[src/hdl/robotSenseSettings.svh]
`ifndef ROBOT_SENSE_SETTINGS_SVH
`define ROBOT_SENSE_SETTINGS_SVH

// ====================
// sizes
// ====================
`define NUM_ENC 7 // encoder channels
`define NUM_SWITCH 5
`define SPEED_W 16 // counts, speeds and tower angles

// ====================
// APB
// ====================
`define APB_AW 8
`define APB_DW 32

// ====================
// timing and polarity
// ====================
// channel order: prop L, prop R, rake L, rake R, gripper, odo L, odo R
// prop R and odo L are mounted mirrored
`define DIR_INVERT_MASK 7'b0100010
`define GLITCH_TICKS 20 // tower edges without laser before the beacon closes
`define DEFAULT_WINDOW 500000 // 10 ms at 50 MHz

`endif

[src/hdl/robotSensePkg.sv]
`include "robotSenseSettings.svh"

package robotSensePkg;

	typedef logic [`SPEED_W-1:0] speedT; // count, speed or angle
	typedef logic [`NUM_ENC-1:0] encVecT; // one bit per channel

	// byte addresses of the 32-bit registers
	typedef enum logic [`APB_AW-1:0] {
		ADDR_STATUS       = 8'h00,
		ADDR_SPEED0       = 8'h04,
		ADDR_SPEED1       = 8'h08,
		ADDR_SPEED2       = 8'h0C,
		ADDR_SPEED3       = 8'h10,
		ADDR_SPEED4       = 8'h14,
		ADDR_SPEED5       = 8'h18,
		ADDR_SPEED6       = 8'h1C,
		ADDR_BEACON_START = 8'h20,
		ADDR_BEACON_END   = 8'h24,
		ADDR_EPOCH        = 8'h28
	} regAddrT;

	typedef enum logic [1:0] {
		BEACON_IDLE      = 2'd0,
		BEACON_RECEIVING = 2'd1,
		BEACON_GAP       = 2'd2 // laser lost, maybe only a glitch
	} beaconStateT;

endpackage

[src/hdl/lineSync.sv]
module lineSync #(
	parameter int width = 1
) (
	input  logic             CLOCK_50,
	input  logic             reset,
	input  logic [width-1:0] lineIn,
	output logic [width-1:0] lineLevel,
	output logic [width-1:0] lineRise
);

	logic [width-1:0] metaStage; // first flop, may go metastable
	logic [width-1:0] syncStage;
	logic [width-1:0] history; // level one cycle back

	always_ff @(posedge CLOCK_50 or posedge reset) begin
		if (reset) begin
			metaStage <= '0;
			syncStage <= '0;
			history   <= '0;
		end else begin
			metaStage <= lineIn;
			syncStage <= metaStage;
			history   <= syncStage;
		end
	end

	assign lineLevel = syncStage;
	assign lineRise  = syncStage & ~history; // single-cycle pulse per rising edge

	// a rise pulse never lasts longer than one cycle
	risePulseSingle: assert property (@(posedge CLOCK_50) disable iff (reset)
		!(|(lineRise & $past(lineRise))));

endmodule

[src/hdl/quadChannel.sv]
`include "robotSenseSettings.svh"

module quadChannel
	import robotSensePkg::*;
#(
	parameter bit invertDir = 1'b0
) (
	input  logic  CLOCK_50,
	input  logic  reset,
	input  logic  riseA,
	input  logic  riseB,
	input  logic  levelB,
	input  logic  windowEnd,
	output speedT speed,
	output logic  dir
);

	speedT countA;
	speedT countB;
	logic [`SPEED_W:0] countSum; // one bit wider so the carry survives

	assign countSum = {1'b0, countA} + {1'b0, countB};

	// ====================
	// edge counters
	// ====================
	always_ff @(posedge CLOCK_50 or posedge reset) begin
		if (reset) begin
			countA <= '0;
			countB <= '0;
		end else if (windowEnd) begin
			// restart, an edge right now belongs to the new window
			countA <= speedT'(riseA);
			countB <= speedT'(riseB);
		end else begin
			if (riseA && (countA != '1)) begin
				countA <= countA + 1'b1; // stops at all ones
			end
			if (riseB && (countB != '1)) begin
				countB <= countB + 1'b1;
			end
		end
	end

	// ====================
	// speed and direction
	// ====================
	always_ff @(posedge CLOCK_50 or posedge reset) begin
		if (reset) begin
			speed <= '0;
		end else if (windowEnd) begin
			speed <= countSum[`SPEED_W:1]; // average of A and B, rounded down
		end
	end

	// B level seen at the A rise gives the turning sense
	always_ff @(posedge CLOCK_50 or posedge reset) begin
		if (reset) begin
			dir <= 1'b0;
		end else if (riseA) begin
			dir <= levelB ^ invertDir;
		end
	end

	// speed moves only right after the window closes
	speedAtWindowEnd: assert property (@(posedge CLOCK_50) disable iff (reset)
		$changed(speed) |-> $past(windowEnd));

endmodule

[src/hdl/encoderBank.sv]
`include "robotSenseSettings.svh"

module encoderBank
	import robotSensePkg::*;
#(
	parameter int windowCycles = `DEFAULT_WINDOW
) (
	input  logic   CLOCK_50,
	input  logic   reset,
	input  encVecT riseA,
	input  encVecT riseB,
	input  encVecT levelB,
	output speedT  speeds [0:`NUM_ENC-1],
	output encVecT dirs,
	output speedT  epoch
);

	localparam int TIMER_W = $clog2(windowCycles);
	localparam encVecT DIR_MASK = `DIR_INVERT_MASK;

	logic [TIMER_W-1:0] windowTimer;
	logic               windowEnd;

	assign windowEnd = (windowTimer == TIMER_W'(windowCycles - 1)); // last clock of the window

	// ====================
	// window timer, epoch
	// ====================
	always_ff @(posedge CLOCK_50 or posedge reset) begin
		if (reset) begin
			windowTimer <= '0;
			epoch       <= '0;
		end else if (windowEnd) begin
			windowTimer <= '0;
			epoch       <= epoch + 1'b1; // lets software spot a fresh set of speeds
		end else begin
			windowTimer <= windowTimer + 1'b1;
		end
	end

	// one counter pair per encoder, all sharing the same window
	for (genvar ch = 0; ch < `NUM_ENC; ch++) begin : gChannel
		quadChannel #(
			.invertDir(DIR_MASK[ch])
		) channel (
			.CLOCK_50 (CLOCK_50),
			.reset    (reset),
			.riseA    (riseA[ch]),
			.riseB    (riseB[ch]),
			.levelB   (levelB[ch]),
			.windowEnd(windowEnd),
			.speed    (speeds[ch]),
			.dir      (dirs[ch])
		);
	end

endmodule

[src/hdl/beaconCapture.sv]
`include "robotSenseSettings.svh"

module beaconCapture
	import robotSensePkg::*;
(
	input  logic  CLOCK_50,
	input  logic  reset,
	input  logic  towerRise, // tower encoder A edge
	input  logic  syncRise, // once per revolution
	input  logic  sign, // laser seen
	output speedT beaconStart,
	output speedT beaconEnd,
	output logic  beaconValid,
	output logic  turn
);

	localparam int GAP_W = $clog2(`GLITCH_TICKS + 1);

	beaconStateT        state;
	speedT              angle;
	speedT              pendingStart;
	speedT              pendingEnd;
	logic [GAP_W-1:0]   gapCount;

	// ====================
	// tower angle, turn
	// ====================
	always_ff @(posedge CLOCK_50 or posedge reset) begin
		if (reset) begin
			angle <= '0;
			turn  <= 1'b0;
		end else begin
			if (syncRise) begin
				angle <= '0; // sync wins over a coincident tower edge
				turn  <= ~turn;
			end else if (towerRise) begin
				angle <= angle + 1'b1;
			end
		end
	end

	// ====================
	// beacon FSM
	// ====================
	always_ff @(posedge CLOCK_50 or posedge reset) begin
		if (reset) begin
			state       <= BEACON_IDLE;
			gapCount    <= '0;
			beaconStart <= '0;
			beaconEnd   <= '0;
			beaconValid <= 1'b0;
		end else begin
			beaconValid <= 1'b0;
			case (state)
				BEACON_IDLE: begin
					if (sign) begin
						state <= BEACON_RECEIVING;
					end
				end
				BEACON_RECEIVING: begin
					if (!sign) begin
						gapCount <= '0;
						state    <= BEACON_GAP;
					end
				end
				BEACON_GAP: begin
					if (sign) begin
						state <= BEACON_RECEIVING; // just a glitch, start is kept
					end else if (gapCount == GAP_W'(`GLITCH_TICKS)) begin
						beaconStart <= pendingStart;
						beaconEnd   <= pendingEnd;
						beaconValid <= 1'b1;
						state       <= BEACON_IDLE;
					end else if (towerRise) begin
						gapCount <= gapCount + 1'b1;
					end
				end
				default: begin
					state <= BEACON_IDLE;
				end
			endcase
		end
	end

	// angles of the beacon under reception
	always_ff @(posedge CLOCK_50) begin
		if ((state == BEACON_IDLE) && sign) begin
			pendingStart <= angle;
		end
		if ((state == BEACON_RECEIVING) && !sign) begin
			pendingEnd <= angle; // overwritten if the gap turns out to be a glitch
		end
	end

	// a result is only published when a gap runs out
	validFromGap: assert property (@(posedge CLOCK_50) disable iff (reset)
		beaconValid |-> (state == BEACON_IDLE) && ($past(state) == BEACON_GAP));

endmodule

[src/hdl/sensorRegs.sv]
`include "robotSenseSettings.svh"

module sensorRegs
	import robotSensePkg::*;
(
	input  logic                   CLOCK_50,
	input  logic                   reset,
	input  logic [`APB_AW-1:0]     paddr,
	input  logic                   psel,
	input  logic                   penable,
	input  logic                   pwrite,
	input  logic [`APB_DW-1:0]     pwdata,
	output logic [`APB_DW-1:0]     prdata,
	output logic                   pready,
	output logic                   pslverr,
	input  speedT                  speeds [0:`NUM_ENC-1],
	input  encVecT                 dirs,
	input  speedT                  epoch,
	input  speedT                  beaconStart,
	input  speedT                  beaconEnd,
	input  logic                   beaconValid,
	input  logic                   turn,
	input  logic [`NUM_SWITCH-1:0] switches,
	input  logic                   startLevel,
	input  logic                   idLevel
);

	logic                beaconNew; // sticky until the end angle is read
	logic [`APB_DW-1:0]  statusWord;
	logic [`APB_DW-1:0]  readData;
	logic                addrHit;
	logic [2:0]          speedIdx;
	logic                setupPhase;

	assign setupPhase = psel && !penable;
	assign speedIdx   = paddr[4:2] - 3'd1; // 0x04 maps to channel 0
	assign statusWord = {{(`APB_DW - 16){1'b0}}, beaconNew, turn, startLevel, switches,
		dirs, idLevel};

	// ====================
	// address decode
	// ====================
	always_comb begin
		readData = '0;
		addrHit  = 1'b1;
		if (paddr[1:0] != 2'b00) begin
			addrHit = 1'b0; // unaligned
		end else begin
			case (regAddrT'(paddr))
				ADDR_STATUS: readData = statusWord;
				ADDR_SPEED0, ADDR_SPEED1, ADDR_SPEED2, ADDR_SPEED3,
				ADDR_SPEED4, ADDR_SPEED5, ADDR_SPEED6: readData = `APB_DW'(speeds[speedIdx]);
				ADDR_BEACON_START: readData = `APB_DW'(beaconStart);
				ADDR_BEACON_END: readData = `APB_DW'(beaconEnd);
				ADDR_EPOCH: readData = `APB_DW'(epoch);
				default: addrHit = 1'b0;
			endcase
		end
	end

	// response is prepared in setup so it is stable through the access cycle
	always_ff @(posedge CLOCK_50 or posedge reset) begin
		if (reset) begin
			pready    <= 1'b0;
			pslverr   <= 1'b0;
			prdata    <= '0;
			beaconNew <= 1'b0;
		end else begin
			pready <= setupPhase;
			if (setupPhase) begin
				if (pwrite || !addrHit) begin
					prdata  <= '0; // read-only map
					pslverr <= 1'b1;
				end else begin
					prdata  <= readData;
					pslverr <= 1'b0;
				end
			end
			if (beaconValid) begin
				beaconNew <= 1'b1; // a fresh beacon beats a clearing read
			end else if (psel && penable && !pwrite && (paddr == ADDR_BEACON_END)) begin
				beaconNew <= 1'b0;
			end
		end
	end

	// master must keep psel up through the access cycle
	readyInTransfer: assert property (@(posedge CLOCK_50) disable iff (reset)
		pready |-> psel);

	// write data is ignored, but the master still has to drive it
	writeDataKnown: assert property (@(posedge CLOCK_50) disable iff (reset)
		(psel && penable && pwrite) |-> !$isunknown(pwdata));

endmodule

[src/hdl/robotSense.sv]
`include "robotSenseSettings.svh"

module robotSense
	import robotSensePkg::*;
#(
	parameter int windowCycles = `DEFAULT_WINDOW
) (
	input  logic                   CLOCK_50,
	input  logic                   reset,
	input  encVecT                 encA,
	input  encVecT                 encB,
	input  logic                   towerA,
	input  logic                   laserSync,
	input  logic                   laserSign,
	input  logic [`NUM_SWITCH-1:0] microSwitch,
	input  logic                   startPin,
	input  logic                   robotId,
	input  logic [`APB_AW-1:0]     paddr,
	input  logic                   psel,
	input  logic                   penable,
	input  logic                   pwrite,
	input  logic [`APB_DW-1:0]     pwdata,
	output logic [`APB_DW-1:0]     prdata,
	output logic                   pready,
	output logic                   pslverr
);

	// ====================
	// positions in the synchronized bus
	// ====================
	localparam int B_LSB     = `NUM_ENC;
	localparam int TOWER_BIT = 2 * `NUM_ENC;
	localparam int SYNC_BIT  = TOWER_BIT + 1;
	localparam int SIGN_BIT  = TOWER_BIT + 2;
	localparam int SW_LSB    = TOWER_BIT + 3;
	localparam int START_BIT = SW_LSB + `NUM_SWITCH;
	localparam int ID_BIT    = START_BIT + 1;
	localparam int LINES     = ID_BIT + 1;

	logic [LINES-1:0] syncLevel;
	logic [LINES-1:0] syncRise;

	speedT  speeds [0:`NUM_ENC-1];
	encVecT dirs;
	speedT  epoch;
	speedT  beaconStart;
	speedT  beaconEnd;
	logic   beaconValid;
	logic   turn;

	lineSync #(.width(LINES)) lines (
		.CLOCK_50 (CLOCK_50),
		.reset    (reset),
		.lineIn   ({robotId, startPin, microSwitch, laserSign, laserSync, towerA, encB, encA}),
		.lineLevel(syncLevel),
		.lineRise (syncRise)
	);

	encoderBank #(.windowCycles(windowCycles)) encoders (
		.CLOCK_50(CLOCK_50),
		.reset   (reset),
		.riseA   (syncRise[B_LSB-1:0]),
		.riseB   (syncRise[TOWER_BIT-1:B_LSB]),
		.levelB  (syncLevel[TOWER_BIT-1:B_LSB]),
		.speeds  (speeds),
		.dirs    (dirs),
		.epoch   (epoch)
	);

	beaconCapture beacon (
		.CLOCK_50   (CLOCK_50),
		.reset      (reset),
		.towerRise  (syncRise[TOWER_BIT]),
		.syncRise   (syncRise[SYNC_BIT]),
		.sign       (syncLevel[SIGN_BIT]),
		.beaconStart(beaconStart),
		.beaconEnd  (beaconEnd),
		.beaconValid(beaconValid),
		.turn       (turn)
	);

	sensorRegs regs (
		.CLOCK_50   (CLOCK_50),
		.reset      (reset),
		.paddr      (paddr),
		.psel       (psel),
		.penable    (penable),
		.pwrite     (pwrite),
		.pwdata     (pwdata),
		.prdata     (prdata),
		.pready     (pready),
		.pslverr    (pslverr),
		.speeds     (speeds),
		.dirs       (dirs),
		.epoch      (epoch),
		.beaconStart(beaconStart),
		.beaconEnd  (beaconEnd),
		.beaconValid(beaconValid),
		.turn       (turn),
		.switches   (syncLevel[START_BIT-1:SW_LSB]),
		.startLevel (syncLevel[START_BIT]),
		.idLevel    (syncLevel[ID_BIT])
	);

endmodule

[config.mk]
export PLATFORM = sky130hd
export DESIGN_NAME = robotSense
export DESIGN_NICKNAME = d
export VERILOG_FILES = /design/src/hdl/robotSensePkg.sv /design/src/hdl/lineSync.sv /design/src/hdl/quadChannel.sv /design/src/hdl/encoderBank.sv /design/src/hdl/beaconCapture.sv /design/src/hdl/sensorRegs.sv /design/src/hdl/robotSense.sv
export VERILOG_INCLUDE_DIRS = /design/src /design/src/hdl
export SDC_FILE = /design/constraint.sdc
export NUM_CORES = 2
export LEC_CHECK = 0
export BUFFER_PORTS_ARGS = -buffer_cell sky130_fd_sc_hd__buf_2
export CORE_UTILIZATION = 46
export CTS_BUF_LIST = sky130_fd_sc_hd__clkbuf_4 sky130_fd_sc_hd__clkbuf_8
export CTS_CLUSTER_DIAMETER = 50
export DETAILED_ROUTE_END_ITERATION = 7
export GPL_TIMING_DRIVEN = 0
export PLACE_DENSITY = 0.71
export SETUP_SLACK_MARGIN = 0.1
export SYNTH_ARGS = -nofsm -noshare
export SYNTH_HDL_FRONTEND = slang
export SYNTH_SLANG_ARGS = --single-unit
[constraint.sdc]
create_clock -name CLOCK_50 -period 51.8 [get_ports CLOCK_50]
set_clock_uncertainty 0.1 [all_clocks]
set_input_delay 10.36 -clock CLOCK_50 [delete_from_list [all_inputs] [get_ports CLOCK_50]]
set_output_delay 10.36 -clock CLOCK_50 [all_outputs]
set_load 0.005 [all_outputs]
=== Yosys cells after proc, flatten, opt, wreduce, memory -nomap -nowiden ===
Cells that the tools add are included.

* Bits of input ports: 69
* Bits in registers: 566
* Output and inout port bits: 34

* $add $sub $neg: 26
* Equal/unequal tests: 34
* Reduce and logical (&&, ||, !) cells: 50
* Multiplexer cells: 55
* Magnitude comparators: 1
* Bitwise logic cells: 7

{| class="wikitable"
|+ Operators with widths
! operator !! count
|-
| $mux W16 || 32
|-
| $add A16 B1 Y16 const B || 16
|-
| $ne A16 B16 Y1 const B || 14
|-
| $add A16 B16 Y17 || 7
|-
| $pmux W16 S5 || 1
|-
| $mux W32 || 2
|-
| $bmux W16 S3 || 1
|-
| $reduce_bool A2 Y1 || 18
|-
| $eq A8 B5 Y1 const B || 4
|-
| $eq A8 B6 Y1 const B || 3
|-
| $logic_and A1 B1 Y1 || 20
|-
| $mux W5 || 4
|-
| $add A19 B1 Y19 const B || 1
|-
| $eq A19 B19 Y1 const B || 1
|-
| $mux W19 || 1
|-
| $and A16 B16 Y16 || 1
|-
| $eq A8 B4 Y1 const B || 2
|-
| $not A16 Y16 || 1
|-
| $reduce_or A11 Y1 || 1
|-
| $ne A2 B2 Y1 const B || 5
|-
| $pmux W5 S2 || 1
|-
| $eq A8 B3 Y1 const B || 1
|-
| $logic_not A8 Y1 || 1
|-
| $mux W1 || 8
|-
| other kinds (17) || 27
|}

=== Longest topological paths before layout ===
* Depth after elaboration: 8
* Mapped depth: 12
* Gate-level depth less buffers: 10

=== By module ===
From an unflattened synthesis, not the netlist that was laid out.

* Cell total of the unflattened synthesis: 3078
* Area, all modules: 31612.8 um2

{| class="wikitable"
|+ Modules (own cells, without submodules)
! module !! times used !! cells an instance !! sequential area each (um2) !! area each (um2)
|-
| quadChannel (encoders.gChannel[0].channel ...) || 4 || 333 || 1226.2 || 3151.8
|-
| beaconCapture || 1 || 241 || 2387.3 || 3473.3
|-
| quadChannel (encoders.gChannel[5].channel) || 1 || 354 || 1226.2 || 3240.6
|-
| quadChannel (encoders.gChannel[1].channel) || 1 || 346 || 1226.2 || 3189.3
|-
| quadChannel (encoders.gChannel[2].channel) || 1 || 313 || 1226.2 || 2967.8
|-
| sensorRegs || 1 || 250 || 475.5 || 2397.3
|-
| lineSync || 1 || 97 || 1801.7 || 2135.8
|-
| encoderBank || 1 || 145 || 875.8 || 1601.5
|}

=== Worst setup path after synthesis ===
OpenSTA, ideal clock, no wires.

* Path type: input-to-reg
* Start point: in paddr[2]
* End point: reg regs.prdata[0]
* Required time: 51.563 ns
* Path slack: 38.904 ns
* Path buffers: 4
* Arrival: 12.659 ns
* Cell stages on the path: 12
* Cells stage by stage: clkbuf_1 -> inv_2 -> buf_2 -> ha_1 -> xor2_1 -> buf_1 -> buf_2 -> mux4_2 -> nand2_1 -> o21ai_0 -> a21oi_1 -> a21oi_1

* Word-level cells in the longest chain between the ends: 8

{| class="wikitable"
|+ Ends and longest elaborated chain
! item !! line !! RTL
|-
| from (decl) || robotSense.sv:18 || <nowiki>input logic [`APB_AW-1:0] paddr,</nowiki>
|-
| $sub A3 B1 Y3 || sensorRegs.sv:36 || <nowiki>assign speedIdx = paddr[4:2] - 3'd1;</nowiki>
|-
| $not A3 Y4 (implied by the code) || sensorRegs.sv:52 || <nowiki>ADDR_SPEED4, ADDR_SPEED5, ADDR_SPEED6: readData = `APB_DW'(speeds[speedIdx]);</nowiki>
|-
| $bmux W16 S3 || sensorRegs.sv:52 ||
|-
| $mux W16 (implied by the code) (2 in a row) || sensorRegs.sv:52 ||
|-
| $pmux W16 S5 || sensorRegs.sv:49 || <nowiki>case (regAddrT'(paddr))</nowiki>
|-
| $mux W32 || sensorRegs.sv:46 || <nowiki>if (paddr[1:0] != 2'b00) begin</nowiki>
|-
| $mux W32 * || sensorRegs.sv:71 || <nowiki>if (pwrite || !addrHit) begin</nowiki>
|-
| to (signal assigned) || sensorRegs.sv:75 || <nowiki>prdata <= readData;</nowiki>
|-
| to (decl) || sensorRegs.sv:13 || <nowiki>output logic [`APB_DW-1:0] prdata,</nowiki>
|}

Every way passes the cells marked *; elsewhere a longest branch is shown, timed or not. The select of a mux whose other input is x is not followed.
A chain may end at the register's enable or synchronous reset.

=== Final worst setup path ===
* Start point: in paddr[2]
* End point: reg regs.prdata[6]

The elaborated chain is that of the path after synthesis.

==> results.yml <==
setup_path:
  cp_cell_sequence: "buf_2, clkbuf_1, inv_2, buf_2, ha_1, a2111oi_0, nor2_1, o31ai_2, clkbuf_1, a21oi_1"
  worstPathRequired_ns: 52.27
  endpoint: "regs.prdata[6]"
  critPathKind: "in -> reg"
  r2r_setup_slack_ns: 48.02
  worstPathArrival_ns: 14.51
  cp-startpoint: "paddr[2]"
  rr_worst_depth: 6
  crit_path_max_fanout: 11
  slowest_delay_ns: 0.95
  startpoint_type: "input port"
  r2r_start: "encoders.windowTimer[0]"
  r2r-end: "encoders.gChannel[0].channel.speed[13]"
  cp_slowest_cell: "o31ai_2"
  end_kind: "register"
synthesis:
  synth_seq_cells: 550
  synth_edf_count: 32
  synth_mux_area_share_pct: 2.58
  post_synth.cell_area_avg_um2: 9.82
  synth_area_um2: 28500
  syn_inst: 2906
  synth-compound-area-share_pct: 12.0
  synthSimpleGateAreaFrac_pct: 18.9
  synth-xor-area-share_pct: 9.43
  synth_flop_cell: "dfrtp_1"
  synth_top_family_by_area: "simple AND/OR/NAND/NOR gates"
  yosysSeqAreaShare_pct: 48.8
  ys_types: 81
  synth_warnings: 0
  synthAdderAreaFrac_pct: 6.11
  async_flop_share_pct: 94.2
grt:
  grt_use_total_pct: 23.4
  grt_max_degree: 129
  gr-total-overflow: 0
  grt_antenna_before_repair: 2
  grt_pass1_vias: 21122
  grt_pass1_wl_um: 116000
die:
  core_area_um2: 60800
  rows: 90
  die_h_um: 251
  pin_count: 103
  initial_utilization_pct: 46.9
  die_area_um2: 63000
  dieWidth_um: 251
timing:
  hold_viol_final: 0
  min_period_ns: 14.03
  rsz0062_at_grt: "no"
  drv_slew: 0
  setup_tns_ns: 0
  setup_viol: 0
  hold_slack_ns: 0.235
  fmax_ghz: 0.0713
  fin_crit_sh_pct: 27.1
  slew_headroom_pct: 18.6
  worstMarginPinSlew_ns: 1.22
drt:
  drtPass1Iterations: 5
  drcViolationCount: 0
  top_layer_used: "met4"
  met2_length_um: 32400
  routed_wl_um: 72600
  drtAntennaViolNets: 0
  post_drt_wl_per_cell_um: 18.4
  route.met3.wl_um: 4300
  wl_met1_um: 33500
  vias: 22107
  vias_per_cell: 5.61
  drt_iter0_drc: 1581
pwr:
  p_leak_nw: 14.8
  power_density_nw_per_um2: 36.0
  vdd_drop_max_uv: 30.3
clock_network:
  clockRootBuffer: "clkbuf_8"
  cts_resized: 0
  insertion_delay_ns: 0.70
  numCtsBuffers: 96
  postCtsSetupBuffers: 0
  htreeDepth: 3
  clock_path_buffers: 3
  clk_pin_slew_ns: 0.06
  cts_sinks: 550
  cts_tree: "yes"
  cts_hold_buf: 0
outcome:
  status: "complete, no violations"
place:
  gp_congestion: 0.964
  dp_hpwl_um: 52700
  portBuffers: 54
layout:
  fillers: 5460
  area.growth.synth_to_final_pct: 12.9
  final_nets: 3284
  layout-drive-gt1-share_pct: 10.5
run:
  maxCapViolations: 0
min_path:
  min_path_type: "reg -> reg"
==> logic make-up (layout without fill, tap and decap cells) <==
group	after synthesis	count (layout)
AOI/OAI and AO/OA	558	558
xor gates and xnor gates	307	307
adders and majority gates	135	135
buffers and inverters	148	383
DFF	550	550
muxes	51	51
other	1	17
and+or+nand+nor	1156	1156
==> state kept, by name (all words and copies together) (netlist names), 19 cells and up <==
register / flops
encoders.gChannel.channel.countB: 112
lines.lineLevel: 24
encoders.windowTimer: 19
lines.metaStage: 24
encoders.gChannel.channel.speed: 112
encoders.gChannel.channel.countA: 112
==> worst max-delay path: cells and delay by family <==
| kind | cells | cell delay [ns] |
|---|---|---|
| adders and majority gates | 1 | 0.30 |
| and+or+nand+nor | 1 | 0.40 |
| AOI/OAI and AO/OA | 3 | 2.02 |
| buffers and inverters | 5 | 1.41 |
==> stage by stage <==
step	std cells	power [mW]	utilization [%]	area (um2)	setup WS, ns
3_5_place_dp	3764	0.717	49.3	30000	37.03
6_report	3939	1.16	52.9	32200	37.77
3_3_place_gp	3757	0.710	49.1	29800	21.25
4_1_cts	3938	1.17	52.9	32200	37.85
5_1_grt	3939	1.22	52.9	32200	37.52
2_1_floorplan	2921	0.651	-	28600	26.87
==> synthesized netlist by cell type (24+ instances only) <==
library cell | count | area (um2)
and3_1 | 34 | 213
nor2_1 | 297 | 1110
nor2b_1 | 25 | 156
a21o_1 | 38 | 285
o21ai_0 | 145 | 726
ha_1 | 128 | 1600
edfxtp_1 | 32 | 961
nand2b_1 | 24 | 150
nor3_1 | 38 | 190
or3_1 | 43 | 269
clkbuf_1 | 79 | 297
nand4_1 | 68 | 425
nand2_1 | 430 | 1610
dfrtp_1 | 518 | 13000
o21ai_1 | 62 | 310
xnor2_1 | 115 | 1010
inv_1 | 37 | 139
a21oi_1 | 161 | 806
xor2_1 | 192 | 1680
nand3_1 | 107 | 536
==> how the worst min path moves through the flow <==
stage                        start             endpoint  slack (ns)  depth (start not counted)
6_report       lines.metaStage[16]  lines.lineLevel[16]        0.24                          0
5_1_grt         lines.metaStage[1]   lines.lineLevel[1]        0.24                          0
3_3_place_gp   lines.metaStage[11]  lines.lineLevel[11]        0.23                          0
2_1_floorplan   lines.metaStage[0]   lines.lineLevel[0]        0.23                          0
4_1_cts        lines.metaStage[16]  lines.lineLevel[16]        0.23                          0
3_5_place_dp   lines.metaStage[11]  lines.lineLevel[11]        0.23                          0
==> cell usage in the layout, fill, tap and decap left out, drive strengths merged, types with 7 or more instances in the layout <==
cell	count
o31ai	10
nor3b	20
nand2	430
nor2b	25
mux2	20
or3	43
xor2	192
a21o	38
and2	15
nand2b	24
edfxtp	32
xnor2	115
nor3	39
o21bai	8
a31o	8
conb	16
inv	45
fa	7
mux2i	15
o21a	19
a22oi	18
buf	92
o21ai	208
ha	128
nand4	69
nand3	109
nor2	299
a31oi	11
a21oi	163
and3	35
and4	21
clkinv	11
dfrtp	518
a211oi	9
a221o	18
mux4	16
clkbuf	227
==> area by class of cell <==
type                            instances  area [um2]  share of cell area, %
Multi-Input combinational cell       2223       14000                   43.6
Sequential cell                       550       13900                   43.2
Clock buffer                          148        1860                   5.76
Tap cell                              782         978                   3.04
Buffer                                110         498                   1.55
Timing Repair Buffer                   61         427                   1.33
Clock inverter                         26         334                   1.04
Inverter                               38         150                  0.466
Antenna cell                            1        2.50                0.00777
==> routing by layer <==
metal  global-route usage (%)  vias to the layer above
met5                        0                        -
met4                     8.50                        0
met3                     4.21                      125
met2                     35.5                      637
met1                     33.4                    10818
li1                         -                    10527
==> where the power goes <==
group	internal, mW	leakage (nW)	switching [mW]	total (mW)
Combinational	0.0849	6.41	0.115	0.200
Sequential	0.465	7.24	0.0482	0.513
Clock	0.260	1.16	0.187	0.448
Power figures use the tool's default switching activity.
